<file path="config.mk">
export PLATFORM = sky130hd
export DESIGN_NAME = window_gen
export DESIGN_NICKNAME = d
export VERILOG_FILES = /design/src/rtl/conv_pkg.sv /design/src/rtl/window_gen.sv
export SDC_FILE = /design/constraint.sdc
export NUM_CORES = 1
export LEC_CHECK = 0
export ABC_CLOCK_PERIOD_IN_PS = 4550
export BUFFER_PORTS_ARGS = -buffer_cell sky130_fd_sc_hd__buf_2
export CAP_MARGIN = 15
export CORE_ASPECT_RATIO = 0.7
export CORE_MARGIN = 2
export CORE_UTILIZATION = 49
export CTS_BUF_LIST = sky130_fd_sc_hd__clkbuf_2 sky130_fd_sc_hd__clkbuf_4 sky130_fd_sc_hd__clkbuf_8
export CTS_CLUSTER_DIAMETER = 80
export DETAILED_ROUTE_END_ITERATION = 8
export GPL_ROUTABILITY_DRIVEN = 0
export GPL_TIMING_DRIVEN = 0
export PLACE_DENSITY_LB_ADDON = 0.12
export SLEW_MARGIN = 15
export SYNTH_ARGS = -nofsm -noshare
export SYNTH_HDL_FRONTEND = slang
export SYNTH_SLANG_ARGS = --single-unit
</file>
<file path="constraint.sdc">
create_clock -name clk -period 4.55 [get_ports clk]
set_input_delay 0.2275 -clock clk [delete_from_list [all_inputs] [get_ports clk]]
set_output_delay 0.2275 -clock clk [all_outputs]
set_load 0.02 [all_outputs]
</file>
<file path="src/rtl/conv_pkg.sv">
`default_nettype none

package conv_pkg;

	// image and layer sizes
	localparam int IMG_W = 8;
	localparam int IMG_H = 8;
	localparam int NUM_CH = 4;
	localparam int NUM_TAPS = 9;
	localparam int K = 3;
	localparam int OUT_W = IMG_W - 2;
	localparam int OUT_H = IMG_H - 2;
	localparam int NUM_WEIGHTS = NUM_TAPS * NUM_CH;

	typedef logic [15:0] addr_t;
	typedef logic signed [7:0] pixel_t;
	typedef logic signed [7:0] weight_t;
	typedef logic signed [15:0] bias_t;

	// nine 8x8 products plus a 16-bit bias never leave 20 bits
	typedef logic signed [19:0] acc_t;

	// channel 0 sits in the low bits
	typedef acc_t [NUM_CH-1:0] out_vec_t;

	typedef enum logic {
		COEF_IDLE,
		COEF_SET
	} coef_state_t;

	typedef enum logic [1:0] {
		SCAN_IDLE,
		SCAN_SETTING,
		SCAN_ENABLE
	} scan_state_t;

endpackage

`default_nettype wire
</file>
<file path="src/rtl/window_gen.sv">
`default_nettype none
`timescale 1ns/1ps

module window_gen (
	input  wire                   clk,
	input  wire                   rst,
	input  wire conv_pkg::pixel_t pixel_data,
	output conv_pkg::pixel_t      window [conv_pkg::NUM_TAPS]
);
	import conv_pkg::*;

	// cols[row][col], row 0 on top, col 0 holds the oldest pixel
	pixel_t cols [K][K];
	pixel_t dly [K-1][IMG_W-K];

	always_ff @(posedge clk or posedge rst)
	begin
		if (rst)
		begin
			for (int r = 0; r < K; r++)
			begin
				for (int c = 0; c < K; c++)
					cols[r][c] <= '0;
			end
			for (int r = 0; r < K - 1; r++)
			begin
				for (int s = 0; s < IMG_W - K; s++)
					dly[r][s] <= '0;
			end
		end
		else
		begin
			// newest pixel enters bottom right
			cols[K-1][K-1] <= pixel_data;
			for (int r = 0; r < K; r++)
			begin
				for (int c = 0; c < K - 1; c++)
					cols[r][c] <= cols[r][c+1];
			end
			// row below feeds the row above after the rest of a line
			for (int r = 0; r < K - 1; r++)
			begin
				dly[r][IMG_W-K-1] <= cols[r+1][0];
				for (int s = 0; s < IMG_W - K - 1; s++)
					dly[r][s] <= dly[r][s+1];
				cols[r][K-1] <= dly[r][0];
			end
		end
	end

	always_comb
	begin
		for (int r = 0; r < K; r++)
		begin
			for (int c = 0; c < K; c++)
				window[r*K + c] = cols[r][c];
		end
	end

endmodule

`default_nettype wire

</file>
# --- Word-level counts from Yosys, hierarchy flattened ---
# Index checks and enable logic that the tools add are counted.
totals:
  regBits: 152
  wordCells: 19
  out_inout_bits: 72
  input_bits: 10

# --- Longest topological paths before layout ---
logic_depth:
  depth_word: 0
  depth_mapped: 1
  mapped_depth_nobuf: 1

# --- Least setup slack after synthesis ---
# No wires, ideal clock.
synth_timing:
  kind: "register -> output"
  start: "register cols (netlist bit window[0])"
  end: "output port window[0] in the netlist's numbering"
  arrival_ns: 0.424
  stages_incl_launch_ff: 1
  t_required_ns: 4.323
  slack_ns: 3.899
  path_buffers: 0
  cell_sequence: "dfrtp_1"
synth_lines:
  columns: ["item", "line", "text"]
  rows:
  - ["from (decl)", "window_gen.sv:13", "pixel_t cols [K][K];"]
  - ["from (signal, indexed assignment)", "window_gen.sv:34", "cols[K-1][K-1] <= pixel_data;"]
  - ["from (signal, indexed assignment)", "window_gen.sv:38", "cols[r][c] <= cols[r][c+1];"]
  - ["from (signal, indexed assignment)", "window_gen.sv:46", "cols[r][K-1] <= dly[r][0];"]
  - ["to (decl)", "window_gen.sv:8", "output conv_pkg::pixel_t window [conv_pkg::NUM_TAPS]"]
# No word-level cell between the ends.

# --- Worst setup path in the final report ---
layout_timing:
  start: "register cols (netlist bit window[8])"
  end: "output port window[8] in the netlist's numbering"
# No word-level cell between the ends.

==> flow_summary.yaml <==
timing:
  min_period_ps: 1190
  relSlewSlack_pct: 68.4
  rsz0062_at_grt: "no"
  skew_ps: 7.26
  setup_viol: 0
  worst_slack_ps: 3360
  timing.final.crit_share_pct: 26.2
  tightest_slew_ps: 474
  fin_setup_tns_ps: 0
  slew_violations: 0
  hold_violations: 0
  max_freq_ghz: 0.838
drt:
  via_count: 1591
  drt-pass1-iter-count: 3
  route.met3.wl_um: 442
  drt_iter0_markers: 85
  wire_per_inst_um: 12.6
  drc: 0
  top_layer: "met4"
  drt_wl_total_mm: 4.70
  drt-met1-wl_mm: 2.01
  antenna_left: 0
  wl_met2_mm: 2.22
  vias_per_cell: 4.27
die:
  die_h_um: 77.8
  pin_count: 82
  design.core.area_um2: 7420
  die_x_um: 109
  die-area_um2: 8500
  rows: 26
  start_util_pct: 51.3
logic_synthesis:
  synth_top_area_share_pct: 99.9
  ys_ff_latch: 152
  yosysWarnings: 0
  syn_area_um2: 3810
  async_flop_share_pct: 100
  yosys.area.top_type: "dfrtp_1"
  synth_ff_type: "dfrtp_1"
  synth_cell_types: 2
  syn_nets: 163
  syn_inst: 153
  ys_seq_area_share_pct: 99.9
  synth_most_common_cell: "dfrtp_1"
  ys_top_cells_by_area: "dfrtp_1, inv_1"
  synth_commonest_cells: "dfrtp_1, inv_1"
  synth_enable_flop_cells: 0
  syn_avg_cell_area_um2: 24.9
cells_and_area:
  drive_gt1_share_pct: 41.5
  fin_area_um2: 4870
  syn_to_final_growth_pct: 28.0
  final_nets: 273
  multi_input_gates: 0
  n_antenna_cell: 0
  multi_input_area_um2: 0
power_and_ir_drop:
  peakVddDrop_uv: 408
  power_leakage_nw: 2.36
  powerDensity_nw_per_um2: 529
clock_tree:
  ctsResizeCount: 0
  ctsRootBufferMaster: "clkbuf_8"
  cts_max_path_buffers: 2
  htreeDepth: 4
  clock_sinks: 152
  hold_buffers: 9
  clock_latency_ps: 410
  cts_buffers: 17
  clk_pin_slew_ps: 70
  post_cts_buffers: 0
  cts_tree: "yes"
flow_run:
  maxCapViolations: 0
grt:
  grt_pass1_wl_mm: 7.77
  grt_usage_pct: 12.9
  grt_max_degree: 104
  grt_pass1_vias: 1621
  antenna_found_initial: 0
  globalRouteOverflowTotal: 0
setup_path:
  slowest_stage: "dfrtp_1"
  arrival_ps: 970
  r2r_cells: 0
  end_kind: "output port"
  worst-path-max-fanout: 2
  cp_num_buf_inv: 1
  start_kind: "flip-flop"
  path_cells: "buf_2"
  critPathTopFamily: "flip-flops"
  cp.required_ps: 4320
  worst-path-stages: 1
  crit_type: "reg -> out"
  slowest_delay_ps: 390
run_status:
  outcome: "finished, final reports clean"
placed_design:
  hpwlAfterDp_mm: 2.67
  placed_area_um2: 4370
  io_buffers: 81
  pre_cts_ws_ps: 3510
worst_hold_path:
  hold_path.class: "in -> async"
flip-flops by register name, summed over array words and instances (netlist names):
name    cells
window     72
dly        80
logic make-up after synthesis:
group	after synthesis	synth area share, %
flops	152	99.9
buf+inv	1	0.0985
metal layers:
layer | vias to the layer above | GRT usage [%]
li1 | 698 | -
met1 | 822 | 17.3
met2 | 67 | 17.0
met3 | 4 | 7.14
met4 | 0 | 6.46
met5 | - | 0
cells in the final DEF, fill, tap and decap left out, drive strengths merged:
cell,count
clkinv,5
bufinv,3
clkbuf,22
dfrtp,152
inv,1
dlygate4sd3,9
buf,82
clkinvlp,1
cell type report:
cell class	count	area, um^2
clock buffers	22	290
clock inverters	9	123
fillers	514	2540
inverters	1	11.3
flip-flops and latches	152	3800
well taps	98	123
repair buffers	91	523
path summary, 6_finish.rpt:
check / slack, ps / startpoint / to
min: 350 / rst / dly[52]
max: 3360 / window[8] / window[8]
max reg2reg: 4040 / window[47] / dly[47]
max in group asynchronous: 3430 / rst / window[24]
min reg2reg: 350 / dly[39] / window[31]
min in group clk: 350 / dly[39] / window[31]
stage by stage:
stage,instances,power (mW),hold WS (ps),utilization (%)
CTS,373,2.62,329,65.7
detailed placement,333,1.58,249,58.9
floorplan,153,1.53,259,-
global placement,332,1.57,333,58.5
finish,373,2.58,345,65.7
global route,373,2.70,357,65.7
report_power, final:
| part | switching (mW) | internal (mW) |
|---|---|---|
| clock | 0.430 | 0.591 |
| sequential | 0.0232 | 1.42 |
| combinational | 0.0807 | 0.0326 |
| total | 0.534 | 2.04 |
No activity file was read; power rests on OpenSTA's default activity.
