[src/rtl/conv_pkg.sv]
`default_nettype none

package conv_pkg;

	// image and layer sizes
	localparam int IMG_W = 8;
	localparam int IMG_H = 8;
	localparam int NUM_CH = 4;
	localparam int NUM_TAPS = 9;
	localparam int K = 3;
	localparam int OUT_W = IMG_W - 2;
	localparam int OUT_H = IMG_H - 2;
	localparam int NUM_WEIGHTS = NUM_TAPS * NUM_CH;

	typedef logic [15:0] addr_t;
	typedef logic signed [7:0] pixel_t;
	typedef logic signed [7:0] weight_t;
	typedef logic signed [15:0] bias_t;

	// nine 8x8 products plus a 16-bit bias never leave 20 bits
	typedef logic signed [19:0] acc_t;

	// channel 0 sits in the low bits
	typedef acc_t [NUM_CH-1:0] out_vec_t;

	typedef enum logic {
		COEF_IDLE,
		COEF_SET
	} coef_state_t;

	typedef enum logic [1:0] {
		SCAN_IDLE,
		SCAN_SETTING,
		SCAN_ENABLE
	} scan_state_t;

endpackage

`default_nettype wire
[src/rtl/channel_mac.sv]
`default_nettype none
`timescale 1ns/1ps

module channel_mac (
	input  wire conv_pkg::pixel_t  window [conv_pkg::NUM_TAPS],
	input  wire conv_pkg::weight_t weights [conv_pkg::NUM_TAPS],
	input  wire conv_pkg::bias_t   bias,
	output conv_pkg::acc_t         result
);
	import conv_pkg::*;

	acc_t prod [NUM_TAPS];
	acc_t sum_l1 [NUM_TAPS/2];
	acc_t sum_l2 [2];
	acc_t sum_l3;

	always_comb
	begin
		// widen first so the product is exact
		for (int i = 0; i < NUM_TAPS; i++)
			prod[i] = acc_t'(window[i]) * acc_t'(weights[i]);
		for (int i = 0; i < NUM_TAPS / 2; i++)
			sum_l1[i] = prod[2*i] + prod[2*i + 1];
		sum_l2[0] = sum_l1[0] + sum_l1[1];
		sum_l2[1] = sum_l1[2] + sum_l1[3];
		sum_l3 = sum_l2[0] + sum_l2[1];
		// odd tap and bias join at the last level
		result = sum_l3 + prod[NUM_TAPS-1] + acc_t'(bias);
	end

endmodule

`default_nettype wire

[config.mk]
export PLATFORM = sky130hd
export DESIGN_NAME = channel_mac
export DESIGN_NICKNAME = d
export VERILOG_FILES = /design/src/rtl/conv_pkg.sv /design/src/rtl/channel_mac.sv
export SDC_FILE = /design/constraint.sdc
export NUM_CORES = 2
export LEC_CHECK = 0
export BUFFER_PORTS_ARGS = -buffer_cell sky130_fd_sc_hd__buf_2
export CELL_PAD_IN_SITES_DETAIL_PLACEMENT = 1
export CELL_PAD_IN_SITES_GLOBAL_PLACEMENT = 2
export CORE_MARGIN = 5
export CORE_UTILIZATION = 38
export DETAILED_ROUTE_END_ITERATION = 12
export GPL_TIMING_DRIVEN = 0
export MAX_ROUTING_LAYER = met4
export PLACE_DENSITY = 0.93
export SLEW_MARGIN = 20
export SYNTH_ARGS = -nofsm -noshare
export SYNTH_HDL_FRONTEND = slang
export SYNTH_SLANG_ARGS = --single-unit
[constraint.sdc]
create_clock -name vclk -period 11
set_input_delay 2.2 -clock vclk [all_inputs]
set_output_delay 2.2 -clock vclk [all_outputs]
set_load 0.05 [all_outputs]
=== Word level (Yosys, flattened, before mapping) ===
Index checks and enable logic that the tools add are counted.

* $add $sub $neg: 9
* Multiply operators: 9

{| class="wikitable"
|+ Operators with widths
! operator !! number
|-
| multiplier 8 x 8 -> 16 bit || 9
|-
| adder 16 x 16 -> 17 bit || 4
|-
| adder 17 x 17 -> 18 bit || 2
|-
| adder 19 x 16 -> 20 bit || 1
|-
| adder 20 x 16 -> 20 bit || 1
|-
| adder 18 x 18 -> 19 bit || 1
|}

* Register bits after elaboration: 0
* Input port bits: 160
* Output and inout bits: 20
* Word-level logic and storage cells: 18

=== Longest topological paths before layout ===
* Word-level depth: 6
* Mapped depth: 30
* Gate-level depth less buffers: 29

=== Worst setup path before layout ===
OpenSTA, ideal clock, no wires.

* Path type: input to output
* Start point: input port weights[50] (netlist bit)
* End point: output port result[16]
* Arrival time: 9,771 ps
* Data required time: 8,800 ps
* Path slack: -971 ps
* Cell stages on the path: 26
* Buffers on the path: 1
* Path through: clkbuf_1 > nand2_1 > fa_1 > inv_1 > fa_1 > inv_1 > fa_1 > inv_1 > fa_1 > inv_1 > fa_1 > inv_1 > fa_1 > fa_1 > fa_1 > fa_1 > inv_1 > fa_1 > inv_1 > ha_1 > or3_4 > nor2_4 > o21ai_2 > a41oi_2 > mux2i_1 > xnor2_1

* Cells in the longest elaborated chain, start to end: 6

{| class="wikitable"
|+ Ends and longest elaborated chain
! item !! line !! source
|-
| from (decl) || channel_mac.sv:6 || <nowiki>input wire conv_pkg::weight_t weights [conv_pkg::NUM_TAPS],</nowiki>
|-
| multiplier 8 x 8 -> 16 bit || channel_mac.sv:21 || <nowiki>prod[i] = acc_t'(window[i]) * acc_t'(weights[i]);</nowiki>
|-
| adder 16 x 16 -> 17 bit || channel_mac.sv:23 || <nowiki>sum_l1[i] = prod[2*i] + prod[2*i + 1];</nowiki>
|-
| adder 17 x 17 -> 18 bit || channel_mac.sv:24 || <nowiki>sum_l2[0] = sum_l1[0] + sum_l1[1];</nowiki>
|-
| adder 18 x 18 -> 19 bit || channel_mac.sv:26 || <nowiki>sum_l3 = sum_l2[0] + sum_l2[1];</nowiki>
|-
| adder 19 x 16 -> 20 bit || channel_mac.sv:28 || <nowiki>result = sum_l3 + prod[NUM_TAPS-1] + acc_t'(bias);</nowiki>
|-
| adder 20 x 16 -> 20 bit || channel_mac.sv:28 ||
|-
| to (decl) || channel_mac.sv:8 || <nowiki>output conv_pkg::acc_t result</nowiki>
|}

Every way passes these cells.

=== Worst setup path after layout ===
* Start point: input port window[39] (netlist bit)
* End point: output port result[16]

* Cells in the longest elaborated chain, start to end: 6

{| class="wikitable"
|+ Ends and longest elaborated chain
! item !! line !! source
|-
| from (decl) || channel_mac.sv:5 || <nowiki>input wire conv_pkg::pixel_t window [conv_pkg::NUM_TAPS],</nowiki>
|-
| multiplier 8 x 8 -> 16 bit || channel_mac.sv:21 ||
|-
| adder 16 x 16 -> 17 bit || channel_mac.sv:23 ||
|-
| adder 17 x 17 -> 18 bit || channel_mac.sv:25 || <nowiki>sum_l2[1] = sum_l1[2] + sum_l1[3];</nowiki>
|-
| adder 18 x 18 -> 19 bit || channel_mac.sv:26 ||
|-
| adder 19 x 16 -> 20 bit || channel_mac.sv:28 ||
|-
| adder 20 x 16 -> 20 bit || channel_mac.sv:28 ||
|}

Every way passes these cells.

==> flow_metrics.py <==
metrics = {
    "die": {
        "row_count": 95,
        "start_util_pct": 38.29,
        "die-area_mm2": 0.07285,
        "coreArea_mm2": 0.06704,
        "io_pins": 180,
        "die-width_um": 269.9,
        "fp.dieH_um": 269.9,
    },
    "route": {
        "post_drt_wl_per_cell_um": 21.02,
        "avgViaCountPerCell": 4.852,
        "final_antenna_net_count": 0,
        "drc": 0,
        "routed_wl_mm": 78.62,
        "initialDrtViolationCount": 910,
        "firstDrtPassIters": 6,
        "vias": 18150,
    },
    "global_routing": {
        "grt_overflow": 0,
        "grt_pass1_vias": 22010,
        "grt_max_degree": 10,
        "grt_usage_pct": 22.07,
        "use_met1_pct": 25.79,
        "busiest_layer": "met2",
        "grt_pass1_wl_mm": 121.8,
        "antenna_found_initial": 11,
        "met2_usage_pct": 39.66,
        "met3_usage_pct": 1.093,
    },
    "min_path": {
        "hold_path.class": "input port to primary output",
        "hp-start": "weights[32]",
        "whs_endpoint": "result[0]",
        "hold_depth": 5,
    },
    "synth": {
        "ys_warn_count": 0,
        "avgSynthCellArea_um2": 9.865,
        "ys_seq_area_share_pct": 0,
        "netlist_instances": 2602,
        "synth_nets": 3753,
        "synth.distinct_cells": 34,
        "synthesis.area_mm2": 0.02567,
    },
    "sta": {
        "setup_ws_ns": -1.156,
        "slew_violations": 0,
        "fmax_ghz": 0.08226,
        "hold_viol_final": 0,
        "rsz0062_at_grt": "true",
        "finalSetupTns_ns": -10.08,
        "fin_crit_ns": 12.16,
        "worstMarginPinSlew_ns": 0.4201,
        "setup_viol": 13,
        "period_share_pct": 110.5,
        "slew-limit-headroom_pct": 71.79,
    },
    "critical_path": {
        "startpoint_type": "input port",
        "required_ns": 8.80,
        "critical_path_class": "input port to primary output",
        "endpoint_kind": "primary output",
        "arrival_ns": 9.96,
        "cp_max_fo": 8,
    },
    "cells_and_area": {
        "drive_above_1_share_pct": 17.25,
        "fin_nets": 4011,
        "multi_input_area_mm2": 0.02298,
        "nFillCells": 7596,
        "fin_area_mm2": 0.02986,
        "finalCoreUtilization_pct": 44.54,
        "layout_common_cells": "inv_1, fa_1, and2_1, nand2_1, ha_1",
        "seq_cells": 0,
        "final_cells": 3741,
        "clock_buffers": 0,
        "layout_commonest_cell": "inv_1",
        "area_growth_pct": 16.32,
        "regArea_um2": 0,
    },
    "place": {
        "dp_hpwl_mm": 67.66,
        "numPlacedInstances": 3654,
        "place_congestion": 0.8856,
        "placed_area_mm2": 0.02791,
        "numPortBuffers": 179,
    },
    "clocking": {
        "cts.hold.buffers_added": 0,
    },
    "outcome": {
        "violations": "negative setup slack",
        "status": "complete, but fails checks",
    },
    "job": {
        "drv_cap": 0,
    },
}
## final cells by class
cell class	instances	area share, %
Antenna cell	10	0.08381
Timing Repair Buffer	257	7.308
Tap cell	873	3.658
Inverter	937	11.88
Multi-Input combinational cell	1662	76.98
Buffer	2	0.09638
## synth_stat cells (2+ instances only)
| master | number | area (um2) |
|---|---|---|
| and2_1 | 273 | 1708 |
| a211oi_1 | 2 | 15.01 |
| a21oi_1 | 8 | 40.04 |
| nor2_1 | 14 | 52.55 |
| o21bai_1 | 2 | 15.01 |
| fa_1 | 806 | 16140 |
| o22ai_1 | 2 | 12.51 |
| clkbuf_1 | 3 | 11.26 |
| xnor2_1 | 24 | 210.2 |
| nand2b_1 | 27 | 168.9 |
| o21ai_0 | 8 | 40.04 |
| nand3_1 | 3 | 15.01 |
| a21o_1 | 4 | 30.03 |
| nand4_1 | 3 | 18.77 |
| xor2_1 | 6 | 52.55 |
| nand2_1 | 236 | 885.9 |
| inv_1 | 937 | 3517 |
| nor3_1 | 2 | 10.01 |
| ha_1 | 185 | 2315 |
| o21a_1 | 6 | 45.04 |
| nor2b_1 | 37 | 231.5 |
| and3_1 | 2 | 12.51 |
## kinds of logic after synthesis
kind of cell,after synthesis,share of synthesized area (%)
adders and majority gates,991,71.88
and+or+nand+nor,600,12.20
buffers and inverters,940,13.75
AOI/OAI and AO/OA,40,1.111
xor gates and xnor gates,30,1.024
muxes,1,0.03900
## per-layer routing
| layer | vias up | part of all wire (%) |
|---|---|---|
| met5 | - | 0 |
| met4 | 0 | 5.9 |
| met3 | 157 | 3.2 |
| met2 | 481 | 54 |
| met1 | 9844 | 37 |
| li1 | 7669 | - |
## per-stage QoR
stage	hold WS, ns	setup WS, ns
3_5_place_dp	5.301	-1.714
6_report	5.283	-1.156
4_1_cts	5.263	-1.003
3_3_place_gp	5.304	-1.482
5_1_grt	5.328	-1.316
2_1_floorplan	5.007	-0.4785
## how the worst max path moves through the flow
stage | startpoint | endpoint | slack [ns]
6_report | window[39] | result[16] | -1.16
5_1_grt | weights[35] | result[18] | -1.32
4_1_cts | window[47] | result[16] | -1.00
3_5_place_dp | window[55] | result[16] | -1.71
3_3_place_gp | weights[48] | result[16] | -1.48
2_1_floorplan | weights[50] | result[16] | -0.48
## timing repair
item / in CTS / in global routing
resized for setup: 323 / 130
pin swaps: 115 / 112
setup endpoints to repair: 14 / 15
setup buffers: 46 / 35
## critical path: stages
cell and delay (ns):
buf_12 0.13, nand2_4 0.09, inv_1 0.08, fa_1 0.65, inv_2 0.11, buf_4 0.16, fa_1 0.46, fa_1 0.54
inv_1 0.07, fa_1 0.57, inv_1 0.08, fa_1 0.53, inv_1 0.05, fa_1 0.51, fa_1 0.57, fa_1 0.44
fa_1 0.50, inv_1 0.06, fa_1 0.48, inv_1 0.08, ha_4 0.26, a21o_1 0.23, a41oi_4 0.25, buf_12 0.16
mux2i_4 0.25, xnor2_2 0.21, buf_6 0.22
Power is left out: the tool's default activity adds up to more than one toggle a clock period on the data nets, which glitch-free logic cannot reach.
