[config.mk]
export PLATFORM = sky130hd
export DESIGN_NAME = scan_ctrl
export DESIGN_NICKNAME = d
export VERILOG_FILES = /design/src/rtl/conv_pkg.sv /design/src/rtl/scan_ctrl.sv
export SDC_FILE = /design/constraint.sdc
export NUM_CORES = 1
export LEC_CHECK = 0
export BUFFER_PORTS_ARGS = -buffer_cell sky130_fd_sc_hd__buf_4
export CORE_ASPECT_RATIO = 1.2
export CORE_MARGIN = 1
export CORE_UTILIZATION = 55
export DETAILED_ROUTE_END_ITERATION = 8
export PLACE_DENSITY = 0.78
export SYNTH_ARGS = -nofsm -noshare
export SYNTH_HDL_FRONTEND = slang
export SYNTH_SLANG_ARGS = --single-unit
[constraint.sdc]
create_clock -name clk -period 3.5 [get_ports clk]
set_input_delay 0.525 -clock clk [delete_from_list [all_inputs] [get_ports clk]]
set_output_delay 0.525 -clock clk [all_outputs]
set_load 0.01 [all_outputs]
[src/rtl/conv_pkg.sv]
`default_nettype none

package conv_pkg;

	// image and layer sizes
	localparam int IMG_W = 8;
	localparam int IMG_H = 8;
	localparam int NUM_CH = 4;
	localparam int NUM_TAPS = 9;
	localparam int K = 3;
	localparam int OUT_W = IMG_W - 2;
	localparam int OUT_H = IMG_H - 2;
	localparam int NUM_WEIGHTS = NUM_TAPS * NUM_CH;

	typedef logic [15:0] addr_t;
	typedef logic signed [7:0] pixel_t;
	typedef logic signed [7:0] weight_t;
	typedef logic signed [15:0] bias_t;

	// nine 8x8 products plus a 16-bit bias never leave 20 bits
	typedef logic signed [19:0] acc_t;

	// channel 0 sits in the low bits
	typedef acc_t [NUM_CH-1:0] out_vec_t;

	typedef enum logic {
		COEF_IDLE,
		COEF_SET
	} coef_state_t;

	typedef enum logic [1:0] {
		SCAN_IDLE,
		SCAN_SETTING,
		SCAN_ENABLE
	} scan_state_t;

endpackage

`default_nettype wire
[src/rtl/scan_ctrl.sv]
`default_nettype none
`timescale 1ns/1ps

module scan_ctrl (
	input  wire             clk,
	input  wire             rst,
	input  wire             pixel_store_done,
	output logic            read_pixel_signal,
	output conv_pkg::addr_t read_row_addr,
	output conv_pkg::addr_t read_col_addr,
	output logic            save_enable,
	output conv_pkg::addr_t output_row,
	output conv_pkg::addr_t output_col,
	output logic            calculation_done
);
	import conv_pkg::*;

	scan_state_t state;
	scan_state_t state_next;
	addr_t prime_cnt;
	logic read_wrap;
	logic out_wrap;
	logic last_pos;
	logic primed;

	assign read_wrap = (read_col_addr == addr_t'(IMG_W - 1));
	assign out_wrap = (output_col == addr_t'(IMG_W - 1));
	assign last_pos = (output_row == addr_t'(OUT_H - 1)) && (output_col == addr_t'(OUT_W - 1));
	// window first complete after K-1 lines and K pixels
	assign primed = (prime_cnt == addr_t'((K - 1) * IMG_W + K - 1));

	always_comb
	begin
		state_next = state;
		case (state)
			SCAN_IDLE:
			begin
				if (pixel_store_done)
					state_next = SCAN_SETTING;
			end
			SCAN_SETTING:
			begin
				if (primed)
					state_next = SCAN_ENABLE;
			end
			SCAN_ENABLE:
			begin
				if (last_pos)
					state_next = SCAN_IDLE;
			end
			default:
				state_next = SCAN_IDLE;
		endcase
	end

	// reads stop once the last row has gone by
	assign read_pixel_signal = (state != SCAN_IDLE) && (read_row_addr < addr_t'(IMG_H));
	// last K-1 columns of each line straddle a row boundary
	assign save_enable = (state == SCAN_ENABLE) && (output_col < addr_t'(OUT_W));
	assign calculation_done = (state == SCAN_ENABLE) && last_pos;

	always_ff @(posedge clk or posedge rst)
	begin
		if (rst)
		begin
			state <= SCAN_IDLE;
			read_row_addr <= '0;
			read_col_addr <= '0;
			prime_cnt <= '0;
			output_row <= '0;
			output_col <= '0;
		end
		else
		begin
			state <= state_next;
			if (state == SCAN_IDLE)
			begin
				read_row_addr <= '0;
				read_col_addr <= '0;
				prime_cnt <= '0;
				output_row <= '0;
				output_col <= '0;
			end
			else
			begin
				if (read_pixel_signal)
				begin
					read_col_addr <= read_wrap ? '0 : read_col_addr + 1'b1;
					if (read_wrap)
						read_row_addr <= read_row_addr + 1'b1;
				end
				if (state == SCAN_SETTING)
					prime_cnt <= prime_cnt + 1'b1;
				if (state == SCAN_ENABLE)
				begin
					output_col <= out_wrap ? '0 : output_col + 1'b1;
					if (out_wrap)
						output_row <= output_row + 1'b1;
				end
			end
		end
	end

endmodule

`default_nettype wire

# == Word-level counts from Yosys, hierarchy flattened ==
# Index checks and enable logic that the tools add are counted.
# word_totals
inputBits,3
elab_cells,55
output_inout_bits,67
reg_bits,82
# classes
n_reduce_logical,14
muxes,18
magnitude_cmp,2
n_addsub,5
eq_ne,10
# op_table
cell,n
$mux W16,14
$add A16 B1 Y16 const B,5
$eq A16 B3 Y1 const B,4
$eq A16 B5 Y1 const B,1
$lt A16 B3 Y1 const B,1
$lt A16 B4 Y1 const B,1
$reduce_bool A2 Y1,6
$mux W2,3
$ne A2 B2 Y1 const B,3
$pmux W2 S3,1
$logic_and A1 B1 Y1,4
$reduce_and A2 Y1,2
$reduce_and A3 Y1,1
$eq A2 B1 Y1 const B,1
$eq A2 B2 Y1 const B,1
$logic_not A2 Y1,1

# == Longest topological paths before layout ==
# depth
word_depth,4
mapped_depth,7
mapped_depth_nobuf,6

# == Worst setup path after synthesis ==
# No wires, ideal clock.
# synth_path
path_type,register to output
startpoint,register output_col[4]
endpoint,output port calculation_done
arrival_ps,1815
path_stages_with_launch,6
slack_ps,1160
n_path_buf,2
required_time_ps,2975
cell_sequence,dfrtp_1 > nor4_1 > nand4_1 > clkbuf_1 > clkbuf_1 > nor4_1
# synth_via
elab_chain_cells,3
# synth_rtl
item,line,text
from (decl),scan_ctrl.sv:13,"output conv_pkg::addr_t output_col,"
from (signal assigned),scan_ctrl.sv:96,output_col <= out_wrap ? '0 : output_col + 1'b1;
$eq A16 B3 Y1,scan_ctrl.sv:28,assign last_pos = (output_row == addr_t'(OUT_H - 1)) && (output_col == addr_t'(OUT_W - 1));
$logic_and A1 B1 Y1,scan_ctrl.sv:28,
$logic_and A1 B1 Y1,scan_ctrl.sv:60,assign calculation_done = (state == SCAN_ENABLE) && last_pos;
to (decl),scan_ctrl.sv:14,output logic calculation_done
# Every way passes these cells.

# == Final worst setup path ==
# Same ends and word-level chain as after synthesis.

==> results.md <==
* # DRC at 0
* Post-DP HPWL at approximately 7 mm
* Placer Congestion at ~0.8
* R2R Setup Slk at ~1000 ps
* Top-area cell type share of the netlist area at 0.471
* Synthesized area per cell at 9.22 sq um
* Max-cap violations at 0
* Via count at 3938
* CTS Buf Count at 9
* RSZ-0062 raised after global routing: false
* Max stage delay on crit path at 480 ps
* Worst-Skew Late Latency at about 360 ps
* Synthesized cell area at between 4000 and 5000 sq um
* Cts repair resizes at 0
* Final Hold Vio Count at 0
* Clock root buffer: clkbuf_8
* Top cells by area, synth: dfrtp_1, nand2_1, nor2_1, a21oi_1, nand4_1
* Ant. Diodes at 0
* Setup TNS at 0 ps
* CTS Buffer Depth at 2
* Type of the tightest min-delay check: in2async
* Crit path kind: reg2out
* DR pass1 iterations at 4
* Worst slew pin tran at 705 ps
* Initial antenna violation count at 0
* Reg2reg start: output_col[4]$_DFFE_PP0P_
* Fillers at between 600 and 700
* Remaining antenna violation count at 0
* Global Route Usage Sum at 0.267
* CTS sink count at slightly above 80
* Via-to-Cell Ratio at 6.24
* First-pass GRT wire length at approximately 18 mm
* Top Ports at 70
* Max-slew violations at 0
* Slowest cell on crit path: nand4_1
* H-tree levels at 3
* Core Region at approximately 7700 sq um
* Static Leak at roughly 2.4 nW
* IR drop worst, VDD at 0.433 mV
* Port Buffers at 69
* CTS tree: done
* Fmax at 0.353 GHz
* Post-synthesis register bit count at between 80 and 90
* Share of layout cells above drive strength 1 at 0.182
* Hold-fix buffers at CTS at 0
* Largest net degree at the start of global routing at between 40 and 50
* CP Capture Type: primary output
* Post-CTS Setup Inserts at 0
* Crit-path max FO at 11
* Multi-input logic area at around 2200 sq um
* Req. time, crit path at slightly below 3000 ps
* Post-synthesis to final-layout area growth at 18.6%
* Total Die Area at about 8300 sq um
* Synthesized Nets at between 400 and 500
* Worst-path cell chain: nor4_1 -> nand4_1 -> nor4_1 -> buf_4
* Largest area contributor in the netlist: dfrtp_1
* Synth Flop Type: dfrtp_1
* Die W at 83.3 um
* Ys Warns at 0
* Status: complete, no violations
* Post-synth ARST share at 1.00
* Chip Height at ~100 um
* Grt ovf at 0
* Critical Path AT at around 2300 ps
* Hold Slack at between 200 and 300 ps
* Pwr dens at 497 nW/um^2
* Number of core rows at 35
* DR WL/cell at around 16 um
* Final nets at 545
* Fin crit share at 0.809
* Initial Util at 0.569
* Final worst clock skew at around 16 ps
* Synth cell types at 49
* Post-route minimum period at between 2000 and 3000 ps
* Post-synth EDFFs at 0
* Reg area at around 2100 sq um
* DRT Wirelength at between 10 and 15 mm
* Worst R2R Path Depth at 5
* Max_slew headroom at 0.529
* Sequential area share after synthesis at 0.471
* Vias in the first global route at just under 4000
* Clock Pin Slew Worst Setup and Hold Paths at ~100 ps
* Setup violators final at 0
* Gate Count Post-Synth at ~470
* Worst r2r dst: output_row[11]$_DFFE_PP0P_
* Crit path top cell by count: nor4_1
* Drt initial violations at between 200 and 250
* Worst setup SP type: register
==> layer usage <==
layer,track usage,vias to the layer above,wire length (um)
met2,0.441,115,5100
met5,0,-,0
li1,-,1874,-
met1,0.337,1927,4500
met4,0.143,0,250
met3,0.0440,22,526
==> report_power, final <==
part | switching [W] | internal, W | total [W]
Clock | 0.000382 | 0.000414 | 0.000796
Combinational | 0.000368 | 0.000243 | 0.000611
Sequential | 0.000136 | 0.00103 | 0.00116
Total | 0.000887 | 0.00169 | 0.00257
==> through the flow <==
step | cells | setup slack [ps] | power (W) | cell area, sq um | util
6_report | 631 | 667 | 0.00257 | 5170 | 0.675
3_5_place_dp | 615 | 1110 | 0.00179 | 4940 | 0.645
4_1_cts | 631 | 700 | 0.00259 | 5170 | 0.675
5_1_grt | 631 | 501 | 0.00274 | 5170 | 0.675
2_1_floorplan | 473 | 867 | 0.00159 | 4360 | -
3_3_place_gp | 615 | 1140 | 0.00177 | 4940 | 0.645
==> logic make-up (layout without fill, tap and decap cells) <==
group | after synthesis | in the layout | synth area share
fa+ha+maj | 8 | 8 | 0.0230
compound gates | 90 | 90 | 0.132
flops | 82 | 82 | 0.471
mux | 2 | 2 | 0.00459
xor+xnor | 19 | 19 | 0.0382
simple gates | 235 | 235 | 0.298
buf+inv | 37 | 103 | 0.0336
==> cell usage in the layout (no fill, tap or decap), types with 2 or more instances in the layout <==
cell type and n:
or3_1 13, o211ai_1 2, dfrtp_1 82, and4_1 9, nor3_1 16, xor2_1 6
nand3b_1 2, mux2i_1 2, nand3_1 19, o41ai_1 2, ha_1 8, buf_4 75
clkbuf_8 9, nand2b_1 4, nor4_1 17, nor2b_1 2, bufinv_16 2, nor2_1 37
o21ai_0 14, nand2_1 46, nand4_1 20, inv_6 3, a41o_1 6, or4_4 2
and2_1 18, inv_1 11, a21oi_1 28, xnor2_1 13, o31ai_1 12, and3_1 8
a21o_1 2, or4_1 11, o22ai_1 8, nor4b_1 3, a31oi_1 8
==> flip-flops by register name, indices dropped and copies added, names as in the netlist <==
signal and flops:
read_row_addr 16, read_col_addr 16, state 2, prime_cnt 16, output_col 16, output_row 16
==> area by class of cell <==
class,instances,area share
multi-input cells,354,0.419
flip-flops and latches,82,0.397
repair buffers,75,0.109
clock buffers,9,0.0240
well taps,92,0.0223
clock inverters,7,0.0203
inverters,12,0.00895
==> critical path: cells and delay by family (launching register included) <==
family                 cells  cell delay [ps]
buffers and inverters      1              180
DFF                        1              450
and+or+nand+nor            3             1320
==> worst max-delay path by stage <==
stage / slack [ps] / cells past startpoint / to / start
detailed placement: 1110 / 4 / calculation_done / output_col[4]$_DFFE_PP0P_
finish: 670 / 4 / calculation_done / output_col[4]$_DFFE_PP0P_
global placement: 1140 / 4 / calculation_done / output_col[4]$_DFFE_PP0P_
CTS: 700 / 4 / calculation_done / output_col[4]$_DFFE_PP0P_
global route: 500 / 4 / calculation_done / output_col[4]$_DFFE_PP0P_
floorplan: 870 / 1 / output_col[0]$_DFFE_PP0P_ / rst
==> cells in the mapped netlist, types with 2 or more instances <==
master	instances
dfrtp_1	82
o211ai_1	2
nor4_1	17
o22ai_1	8
nand4_1	20
nor3_1	16
inv_1	12
xor2_1	6
clkbuf_1	22
or3_1	13
and2_1	18
nor4b_1	3
nor2b_1	2
buf_1	2
a41o_1	6
and4_1	9
o41ai_1	2
and3_1	8
o31ai_1	12
a21o_1	2
nand2_1	46
nand2b_1	4
ha_1	8
or4_1	11
nor2_1	38
o21ai_0	14
or4_4	2
a21oi_1	28
nand3_1	19
xnor2_1	13
nand3b_1	2
mux2i_1	2
a31oi_1	8
Power figures use the tool's default switching activity.
