## src/rtl/conv_pkg.sv

```systemverilog
`default_nettype none

package conv_pkg;

	// image and layer sizes
	localparam int IMG_W = 8;
	localparam int IMG_H = 8;
	localparam int NUM_CH = 4;
	localparam int NUM_TAPS = 9;
	localparam int K = 3;
	localparam int OUT_W = IMG_W - 2;
	localparam int OUT_H = IMG_H - 2;
	localparam int NUM_WEIGHTS = NUM_TAPS * NUM_CH;

	typedef logic [15:0] addr_t;
	typedef logic signed [7:0] pixel_t;
	typedef logic signed [7:0] weight_t;
	typedef logic signed [15:0] bias_t;

	// nine 8x8 products plus a 16-bit bias never leave 20 bits
	typedef logic signed [19:0] acc_t;

	// channel 0 sits in the low bits
	typedef acc_t [NUM_CH-1:0] out_vec_t;

	typedef enum logic {
		COEF_IDLE,
		COEF_SET
	} coef_state_t;

	typedef enum logic [1:0] {
		SCAN_IDLE,
		SCAN_SETTING,
		SCAN_ENABLE
	} scan_state_t;

endpackage

`default_nettype wire
```

## src/rtl/coef_if.sv

```systemverilog
`default_nettype none
`timescale 1ns/1ps

interface coef_if;
	import conv_pkg::*;

	// weights indexed [tap][channel]
	weight_t weights [NUM_TAPS][NUM_CH];
	bias_t biases [NUM_CH];
	logic weights_ready;
	logic biases_ready;

	modport src (
		output weights,
		output biases,
		output weights_ready,
		output biases_ready
	);

	modport dst (
		input weights,
		input biases,
		input weights_ready,
		input biases_ready
	);

endinterface

`default_nettype wire

```

## src/rtl/coef_loader.sv

```systemverilog
`default_nettype none
`timescale 1ns/1ps

module coef_loader (
	input  wire                    clk,
	input  wire                    rst,
	input  wire                    weight_store_done,
	input  wire                    bias_store_done,
	input  wire conv_pkg::weight_t weight_data,
	input  wire conv_pkg::bias_t   bias_data,
	output conv_pkg::addr_t        read_weight_addr,
	output logic                   read_weight_signal,
	output conv_pkg::addr_t        read_bias_addr,
	output logic                   read_bias_signal,
	coef_if.src                    coef
);
	import conv_pkg::*;

	coef_state_t w_state;
	coef_state_t w_next;
	coef_state_t b_state;
	coef_state_t b_next;
	addr_t w_load_cnt;
	addr_t b_load_cnt;
	weight_t w_chain [NUM_WEIGHTS];
	bias_t b_chain [NUM_CH];

	// both loaders stay in set until reset
	always_comb
	begin
		w_next = w_state;
		b_next = b_state;
		if (w_state == COEF_IDLE && weight_store_done)
			w_next = COEF_SET;
		if (b_state == COEF_IDLE && bias_store_done)
			b_next = COEF_SET;
	end

	assign read_weight_signal = (w_state == COEF_SET) && (w_load_cnt != addr_t'(NUM_WEIGHTS));
	assign read_bias_signal = (b_state == COEF_SET) && (b_load_cnt != addr_t'(NUM_CH));

	always_ff @(posedge clk or posedge rst)
	begin
		if (rst)
		begin
			w_state <= COEF_IDLE;
			b_state <= COEF_IDLE;
			read_weight_addr <= '0;
			read_bias_addr <= '0;
			w_load_cnt <= '0;
			b_load_cnt <= '0;
		end
		else
		begin
			w_state <= w_next;
			b_state <= b_next;
			// load count freezes at its total, the address falls back to zero
			if (read_weight_signal)
			begin
				read_weight_addr <= read_weight_addr + 1'b1;
				w_load_cnt <= w_load_cnt + 1'b1;
			end
			else
				read_weight_addr <= '0;
			if (read_bias_signal)
			begin
				read_bias_addr <= read_bias_addr + 1'b1;
				b_load_cnt <= b_load_cnt + 1'b1;
			end
			else
				read_bias_addr <= '0;
		end
	end

	// words enter at the top end, so address a settles at index a
	always_ff @(posedge clk or posedge rst)
	begin
		if (rst)
		begin
			for (int i = 0; i < NUM_WEIGHTS; i++)
				w_chain[i] <= '0;
			for (int i = 0; i < NUM_CH; i++)
				b_chain[i] <= '0;
		end
		else
		begin
			if (read_weight_signal)
			begin
				w_chain[NUM_WEIGHTS-1] <= weight_data;
				for (int i = 0; i < NUM_WEIGHTS - 1; i++)
					w_chain[i] <= w_chain[i+1];
			end
			if (read_bias_signal)
			begin
				b_chain[NUM_CH-1] <= bias_data;
				for (int i = 0; i < NUM_CH - 1; i++)
					b_chain[i] <= b_chain[i+1];
			end
		end
	end

	// flat index is tap * NUM_CH + channel
	always_comb
	begin
		for (int t = 0; t < NUM_TAPS; t++)
		begin
			for (int c = 0; c < NUM_CH; c++)
				coef.weights[t][c] = w_chain[t*NUM_CH + c];
		end
		coef.biases = b_chain;
		coef.weights_ready = (w_state == COEF_SET) && (w_load_cnt == addr_t'(NUM_WEIGHTS));
		coef.biases_ready = (b_state == COEF_SET) && (b_load_cnt == addr_t'(NUM_CH));
	end

endmodule

`default_nettype wire

```

## src/flat_wrapper.sv

```systemverilog
// flat-port wrapper written by rule: the top's interface ports become plain ports
module coef_loader_flat import conv_pkg::*;
  (clk, rst, weight_store_done, bias_store_done, weight_data, bias_data, read_weight_addr, read_weight_signal, read_bias_addr, read_bias_signal, coef_weights, coef_biases, coef_weights_ready, coef_biases_ready);
  coef_if coef_i ();
  input  wire clk;
  input  wire rst;
  input  wire weight_store_done;
  input  wire bias_store_done;
  input  wire conv_pkg::weight_t weight_data;
  input  wire conv_pkg::bias_t bias_data;
  output conv_pkg::addr_t read_weight_addr;
  output logic read_weight_signal;
  output conv_pkg::addr_t read_bias_addr;
  output logic read_bias_signal;
  output wire logic [$bits(coef_i.weights)-1:0] coef_weights;
  output wire logic [$bits(coef_i.biases)-1:0] coef_biases;
  output wire logic [$bits(coef_i.weights_ready)-1:0] coef_weights_ready;
  output wire logic [$bits(coef_i.biases_ready)-1:0] coef_biases_ready;
  assign coef_weights = {>>{coef_i.weights}};
  assign coef_biases = {>>{coef_i.biases}};
  assign coef_weights_ready = coef_i.weights_ready;
  assign coef_biases_ready = coef_i.biases_ready;
  coef_loader u_core (.clk(clk), .rst(rst), .weight_store_done(weight_store_done), .bias_store_done(bias_store_done), .weight_data(weight_data), .bias_data(bias_data), .read_weight_addr(read_weight_addr), .read_weight_signal(read_weight_signal), .read_bias_addr(read_bias_addr), .read_bias_signal(read_bias_signal), .coef(coef_i));
endmodule
```

## config.mk

```make
export PLATFORM = sky130hd
export DESIGN_NAME = coef_loader_flat
export DESIGN_NICKNAME = d
export VERILOG_FILES = /design/src/rtl/conv_pkg.sv /design/src/rtl/coef_if.sv /design/src/rtl/coef_loader.sv /design/src/flat_wrapper.sv
export SDC_FILE = /design/constraint.sdc
export NUM_CORES = 1
export LEC_CHECK = 0
export BUFFER_PORTS_ARGS = -buffer_cell sky130_fd_sc_hd__buf_4
export CAP_MARGIN = 20
export CORE_MARGIN = 5
export CORE_UTILIZATION = 53
export CTS_CLUSTER_DIAMETER = 40
export DETAILED_ROUTE_END_ITERATION = 6
export PLACE_DENSITY_LB_ADDON = 0.3
export SLEW_MARGIN = 20
export SYNTH_ARGS = -nofsm -noshare
export SYNTH_HDL_FRONTEND = slang
export SYNTH_SLANG_ARGS = --single-unit
export TNS_END_PERCENT = 20
```

## constraint.sdc

```tcl
create_clock -name clk -period 14.5 [get_ports clk]
set_input_delay 0.725 -clock clk [delete_from_list [all_inputs] [get_ports clk]]
set_output_delay 0.725 -clock clk [all_outputs]
set_load 0.01 [all_outputs]
```

* After elaboration in Yosys (flattened, before gate mapping)
Index checks and enable logic that the tools add are counted.
** Word-level totals
- Bits in registers :: 418
- Input bits :: 28
- Output and inout port bits :: 388
- Word-level logic and storage cells :: 64
** Operators by class
- Add/sub/neg operators :: 4
- Eq/ne operators :: 4
- Mux-type cells :: 2
- Bitwise gates (word level) :: 2
- Reductions and logical operators :: 6
** Operators by type and width (number)
- adder 16 x 1 -> 16 bit (second input constant) :: 4
- two-way mux 16 bit :: 2
- == test 16 x 3 -> 1 bit (second input constant) :: 1
- == test 16 x 6 -> 1 bit (second input constant) :: 1
- != test 16 x 3 -> 1 bit (second input constant) :: 1
- != test 16 x 6 -> 1 bit (second input constant) :: 1
- logical AND 1 bit :: 6
- inverter 1 bit :: 2

* Depth between registers and ports, before layout
- Depth after elaboration :: 3
- Depth in mapped cells :: 10
- Depth with buffers taken out :: 7

* Worst setup path after synthesis
OpenSTA, ideal clock, no wires.
- Path kind :: register -> output
- From :: register u_core.b_load_cnt[0]
- To :: output read_bias_signal
- Arrival :: 1.455 ns
- Data required time :: 13.775 ns
- Setup slack :: 12.320 ns
- Cell stages (with the launch flop) :: 8
- Buffers on the path :: 2
- Cell sequence :: dfrtp_1 -> inv_1 -> ha_1 -> nor4b_1 -> a41o_1 -> buf_4 -> inv_2 -> buf_2
** Between the ends
- Word-level cells in the longest chain between the ends :: 2
** RTL lines
- start: declaration :: RTL line coef_loader.sv:24 : addr_t b_load_cnt;
- start signal: assignment :: RTL line coef_loader.sv:68 : b_load_cnt <= b_load_cnt + 1'b1;
- != test 16 x 3 -> 1 bit :: RTL line coef_loader.sv:40 : assign read_bias_signal = (b_state == COEF_SET) && (b_load_cnt != addr_t'(NUM_CH));
- logical AND 1 bit :: RTL line coef_loader.sv:40
- end: declaration :: RTL line flat_wrapper.sv:14 : output logic read_bias_signal;
No other way between the ends.

* Final worst setup path
- From :: register u_core.w_load_cnt[0]
- To :: output read_weight_signal
** Between the ends
- Word-level cells in the longest chain between the ends :: 2
** RTL lines
- start: declaration :: RTL line coef_loader.sv:23 : addr_t w_load_cnt;
- start signal: assignment :: RTL line coef_loader.sv:61 : w_load_cnt <= w_load_cnt + 1'b1;
- != test 16 x 6 -> 1 bit :: RTL line coef_loader.sv:39 : assign read_weight_signal = (w_state == COEF_SET) && (w_load_cnt != addr_t'(NUM_WEIGHTS));
- logical AND 1 bit :: RTL line coef_loader.sv:39
- end: declaration :: RTL line flat_wrapper.sv:12 : output logic read_weight_signal;
No other way between the ends.

==> metrics.md <==
| Metric | Value |
|---|---|
| Outcome | completed |
| Initial core utilization | 0.5346 |
| Crit-path max cell delay | 0.62 ns |
| Yosys top cell by area | dfrtp_1 |
| WP data arrival | 2.94 ns |
| Mapped Nets | 1820 |
| RSZ-0062 raised after global routing | false |
| Yosys reg bits | 418 |
| Postcts setup bufs | 0 |
| Total power | 4850 uW |
| Nets | 2214 |
| DRT Wirelength | 41940 um |
| Crit-path slowest cell | a41o_4 |
| 1st-iter DRT viols | 950 |
| Routability cong. | 0.8487 |
| Drt wl/cell | between 15 and 20 um |
| Startpoint types | flop |
| Mux share of post-synthesis cell area | 0 |
| Worst path top cell family by delay | buffers and inverters |
| Initial antenna violation count | 1 |
| CTS tree | done |
| Pin count of the biggest net entering global routing | 140 |
| P per Cell Area | 228.0 nW/um2 |
| Final setup viols | 0 |
| Clk_lat worst skew | around 0.54 ns |
| DR vias | between 10000 and 15000 |
| End of the worst register-to-register path | u_core.coef.weights[26] |
| Met2 WL post-DR | 20370 um |
| Drt drc | 0 |
| Critical Path RT | 13.78 ns |
| Commonest cells in the netlist | nand2_1 (1079), dfrtp_1 (418), buf_2 (55), xnor2_1 (39), nor2_1 (33) |
| Area overhead of the layout relative to synthesis | 30.75% |
| Vias in the first global route | 12916 |
| Worst-margin pin slew | 1.002 ns |
| Seq pwr share | 0.424 |
| Sequential area share after synthesis | 0.6430 |
| Max_cap viols | 0 |
| Post-synthesis simple-gate area fraction | 0.2878 |
| H-tree Lvls | 2 |
| Clk root buf | clkbuf_16 |
| CP Capture Type | primary output |
| Adder-cell share of the synthesized area | 0.004615 |
| Die Span Y | around 190 um |
| Post-cts sizing count | 0 |
| ANT cells | 0 |
| Stages on worst setup path | 6 |
| First-pass GRT wire length | 67300 um |
| Fmax | 273.1 MHz |
| CTS buffer count | 49 |
| Placed wire-length estimate | 28140 um |
| Row count | 64 |
| WL met1 | between 15000 and 20000 um |
| Reg clk slew, reported paths | 0.06 ns |
| All-Layer GR Usage | 0.2397 |
| Syn Inst Count | ~1800 |
| CP cell instances | inv_1 -> ha_1 -> nor4b_1 -> a41o_4 -> inv_8 -> buf_4 |
| # IOs | approximately 420 |
| Register Area | 10460 um2 |
| Highest metal used | met5 |
| R2R Setup Slk | 10.85 ns |
| Count of different cell masters after synthesis | 33 |
| Area of the multi-input gates | approximately 5300 um2 |
| EDFF count, synth | 0 |
| Hold Buf Count CTS | 0 |
| WS Path Type | flop to primary output |
| Worst rel slew slack | 0.3319 |
| Asr flop ratio synth | 1.000 |
| DIE AREA | 34300 um2 |
| Mean Syn Cell Area | ~9.1 um2 |
| Switching part of the total | 0.3571 |
| XOR/XNOR share of the synthesized area | 0.02846 |
| Max Buffers Root-to-Sink | 3 |
| Largest family of logic cells by synthesized area | simple AND/OR/NAND/NOR gates |
| Via density | 5.053 |
| CP bufs+invs | 3 |
| FILL cells | around 2300 |
| Share of layout cells above drive strength 1 | 0.2359 |
| Port bufs | just over 400 |
| R2r startpoint | u_core.w_load_cnt[0] |
| Worst reg-to-reg path cell count | 8 |
| Max Slew Vio Count | 0 |
| Clk sinks | 418 |
| Complex-gate fraction of the synthesized area | 0.005769 |
| Most numerous cell in the Yosys netlist | nand2_1 |
| Synthesized area | 16270 um2 |
| Clk network pwr share | 0.256 |
| Core Region | 30430 um2 |
| Final ANT Viol Nets | 0 |
| Hold Crit Class | input pin to asynchronous set/reset pin |
| Overall die width | ~190 um |
| Initial DRT Pass Iterations | 7 |
| Combinational fraction of design power | 0.320 |
| Int Power | roughly 3100 uW |
| GRT overflow | 0 |
| Routed wl met3 | 3096 um |
| TNS Setup | 0 ns |
| Post-synth top area share | 0.6430 |
| Final Hold Viols | 0 |
| Skew final | 0.02719 ns |
| Worst vdd ir | 0.1421 mV |
| Leading post-synthesis cells by cell area | dfrtp_1 (64%), nand2_1 (25%), xnor2_1 (2.1%) |
| Switch Pwr | 1732 uW |
| Warnings from Yosys | 0 |
| Max FO, Critical Path | 139 |
| Final period util | 0.2526 |
| Leakage | 0.01135 uW |
| Prevailing post-synth register cell | dfrtp_1 |
| Tmin final | 3.662 ns |
==> cells by family (layout without fill, tap and decap cells) <==
group / count (synthesis) / after routing
buffers and inverters: 100 / 535
flip-flops: 418 / 418
AO/OA/AOI/OAI: 16 / 16
AND/OR/NAND/NOR: 1194 / 1194
adder cells (fa/ha/maj): 6 / 6
XOR/XNOR: 52 / 52
==> cell usage in the layout (no fill, tap or decap), drive strengths merged <==
| cell type | instances |
|---|---|
| and3 | 2 |
| clkinvlp | 3 |
| ha | 6 |
| xnor2 | 40 |
| o41ai | 1 |
| a41o | 2 |
| o21ai | 7 |
| buf | 427 |
| inv | 23 |
| dfrtp | 418 |
| and2 | 2 |
| nand2 | 1079 |
| clkbuf | 66 |
| a21oi | 6 |
| nor3 | 13 |
| nor3b | 1 |
| nand3 | 20 |
| clkinv | 13 |
| or4 | 2 |
| nor4b | 4 |
| and4 | 1 |
| or2 | 3 |
| or3 | 5 |
| nor4 | 12 |
| bufinv | 3 |
| nand4 | 16 |
| or4b | 1 |
| nor2 | 33 |
| xor2 | 12 |
==> area by class of cell <==
type | instances | share of cell area
Tap cell | 396 | 0.02330
Clock buffer | 66 | 0.06689
Inverter | 16 | 0.003530
Multi-Input combinational cell | 1268 | 0.2504
Timing Repair Buffer | 427 | 0.1517
Clock inverter | 26 | 0.01241
Sequential cell | 418 | 0.4918
==> power by group through the flow <==
stage          Combinational [uW]  Clock (uW)  Sequential (uW)
2_1_floorplan                 475           0             2180
3_3_place_gp                 1530           0             2050
3_5_place_dp                 1570           0             2060
4_1_cts                      1580        1260             2050
5_1_grt                      1710        1320             2120
6_report                     1550        1240             2060
==> worst max-delay path by stage <==
stage	from	to	slack (ns)
2_1_floorplan	rst	u_core.b_load_cnt[0]	2.14
3_5_place_dp	u_core.w_load_cnt[0]	u_core.coef.weights[97]	10.91
5_1_grt	u_core.w_load_cnt[0]	u_core.coef.weights[62]	10.62
3_3_place_gp	u_core.w_load_cnt[0]	u_core.coef.weights[26]	11.05
6_report	u_core.w_load_cnt[0]	read_weight_signal	10.84
4_1_cts	u_core.w_load_cnt[0]	read_weight_signal	10.81
==> flip-flops by register name, summed over array words and instances (netlist names) <==
| register | count |
|---|---|
| u_core.b_load_cnt | 16 |
| u_core.b_state | 1 |
| u_core.coef.biases | 64 |
| u_core.coef.weights | 288 |
| u_core.read_bias_addr | 16 |
| u_core.read_weight_addr | 16 |
| u_core.w_load_cnt | 16 |
| u_core.w_state | 1 |
==> stage by stage <==
step | util | area (um2) | hold WS [ns] | setup slack (ns) | std cells
final | 0.6990 | 21270 | 0.2987 | 10.84 | 2617
after global routing | 0.6990 | 21270 | 0.3549 | 10.62 | 2617
after CTS | 0.6981 | 21240 | 0.3483 | 10.81 | 2616
after detailed placement | 0.6426 | 19560 | 0.4642 | 10.91 | 2524
after global placement | 0.6426 | 19560 | 0.4612 | 11.05 | 2524
after floorplan | - | 16270 | 0.4466 | 2.140 | 1786
==> per-layer routing <==
layer  up-vias  track usage
met2       415       0.3907
li1       6298            -
met4         2      0.07399
met5         -            0
met3        81      0.05852
met1      6427       0.3226
Note: power is estimated with default switching activity, not from simulation.
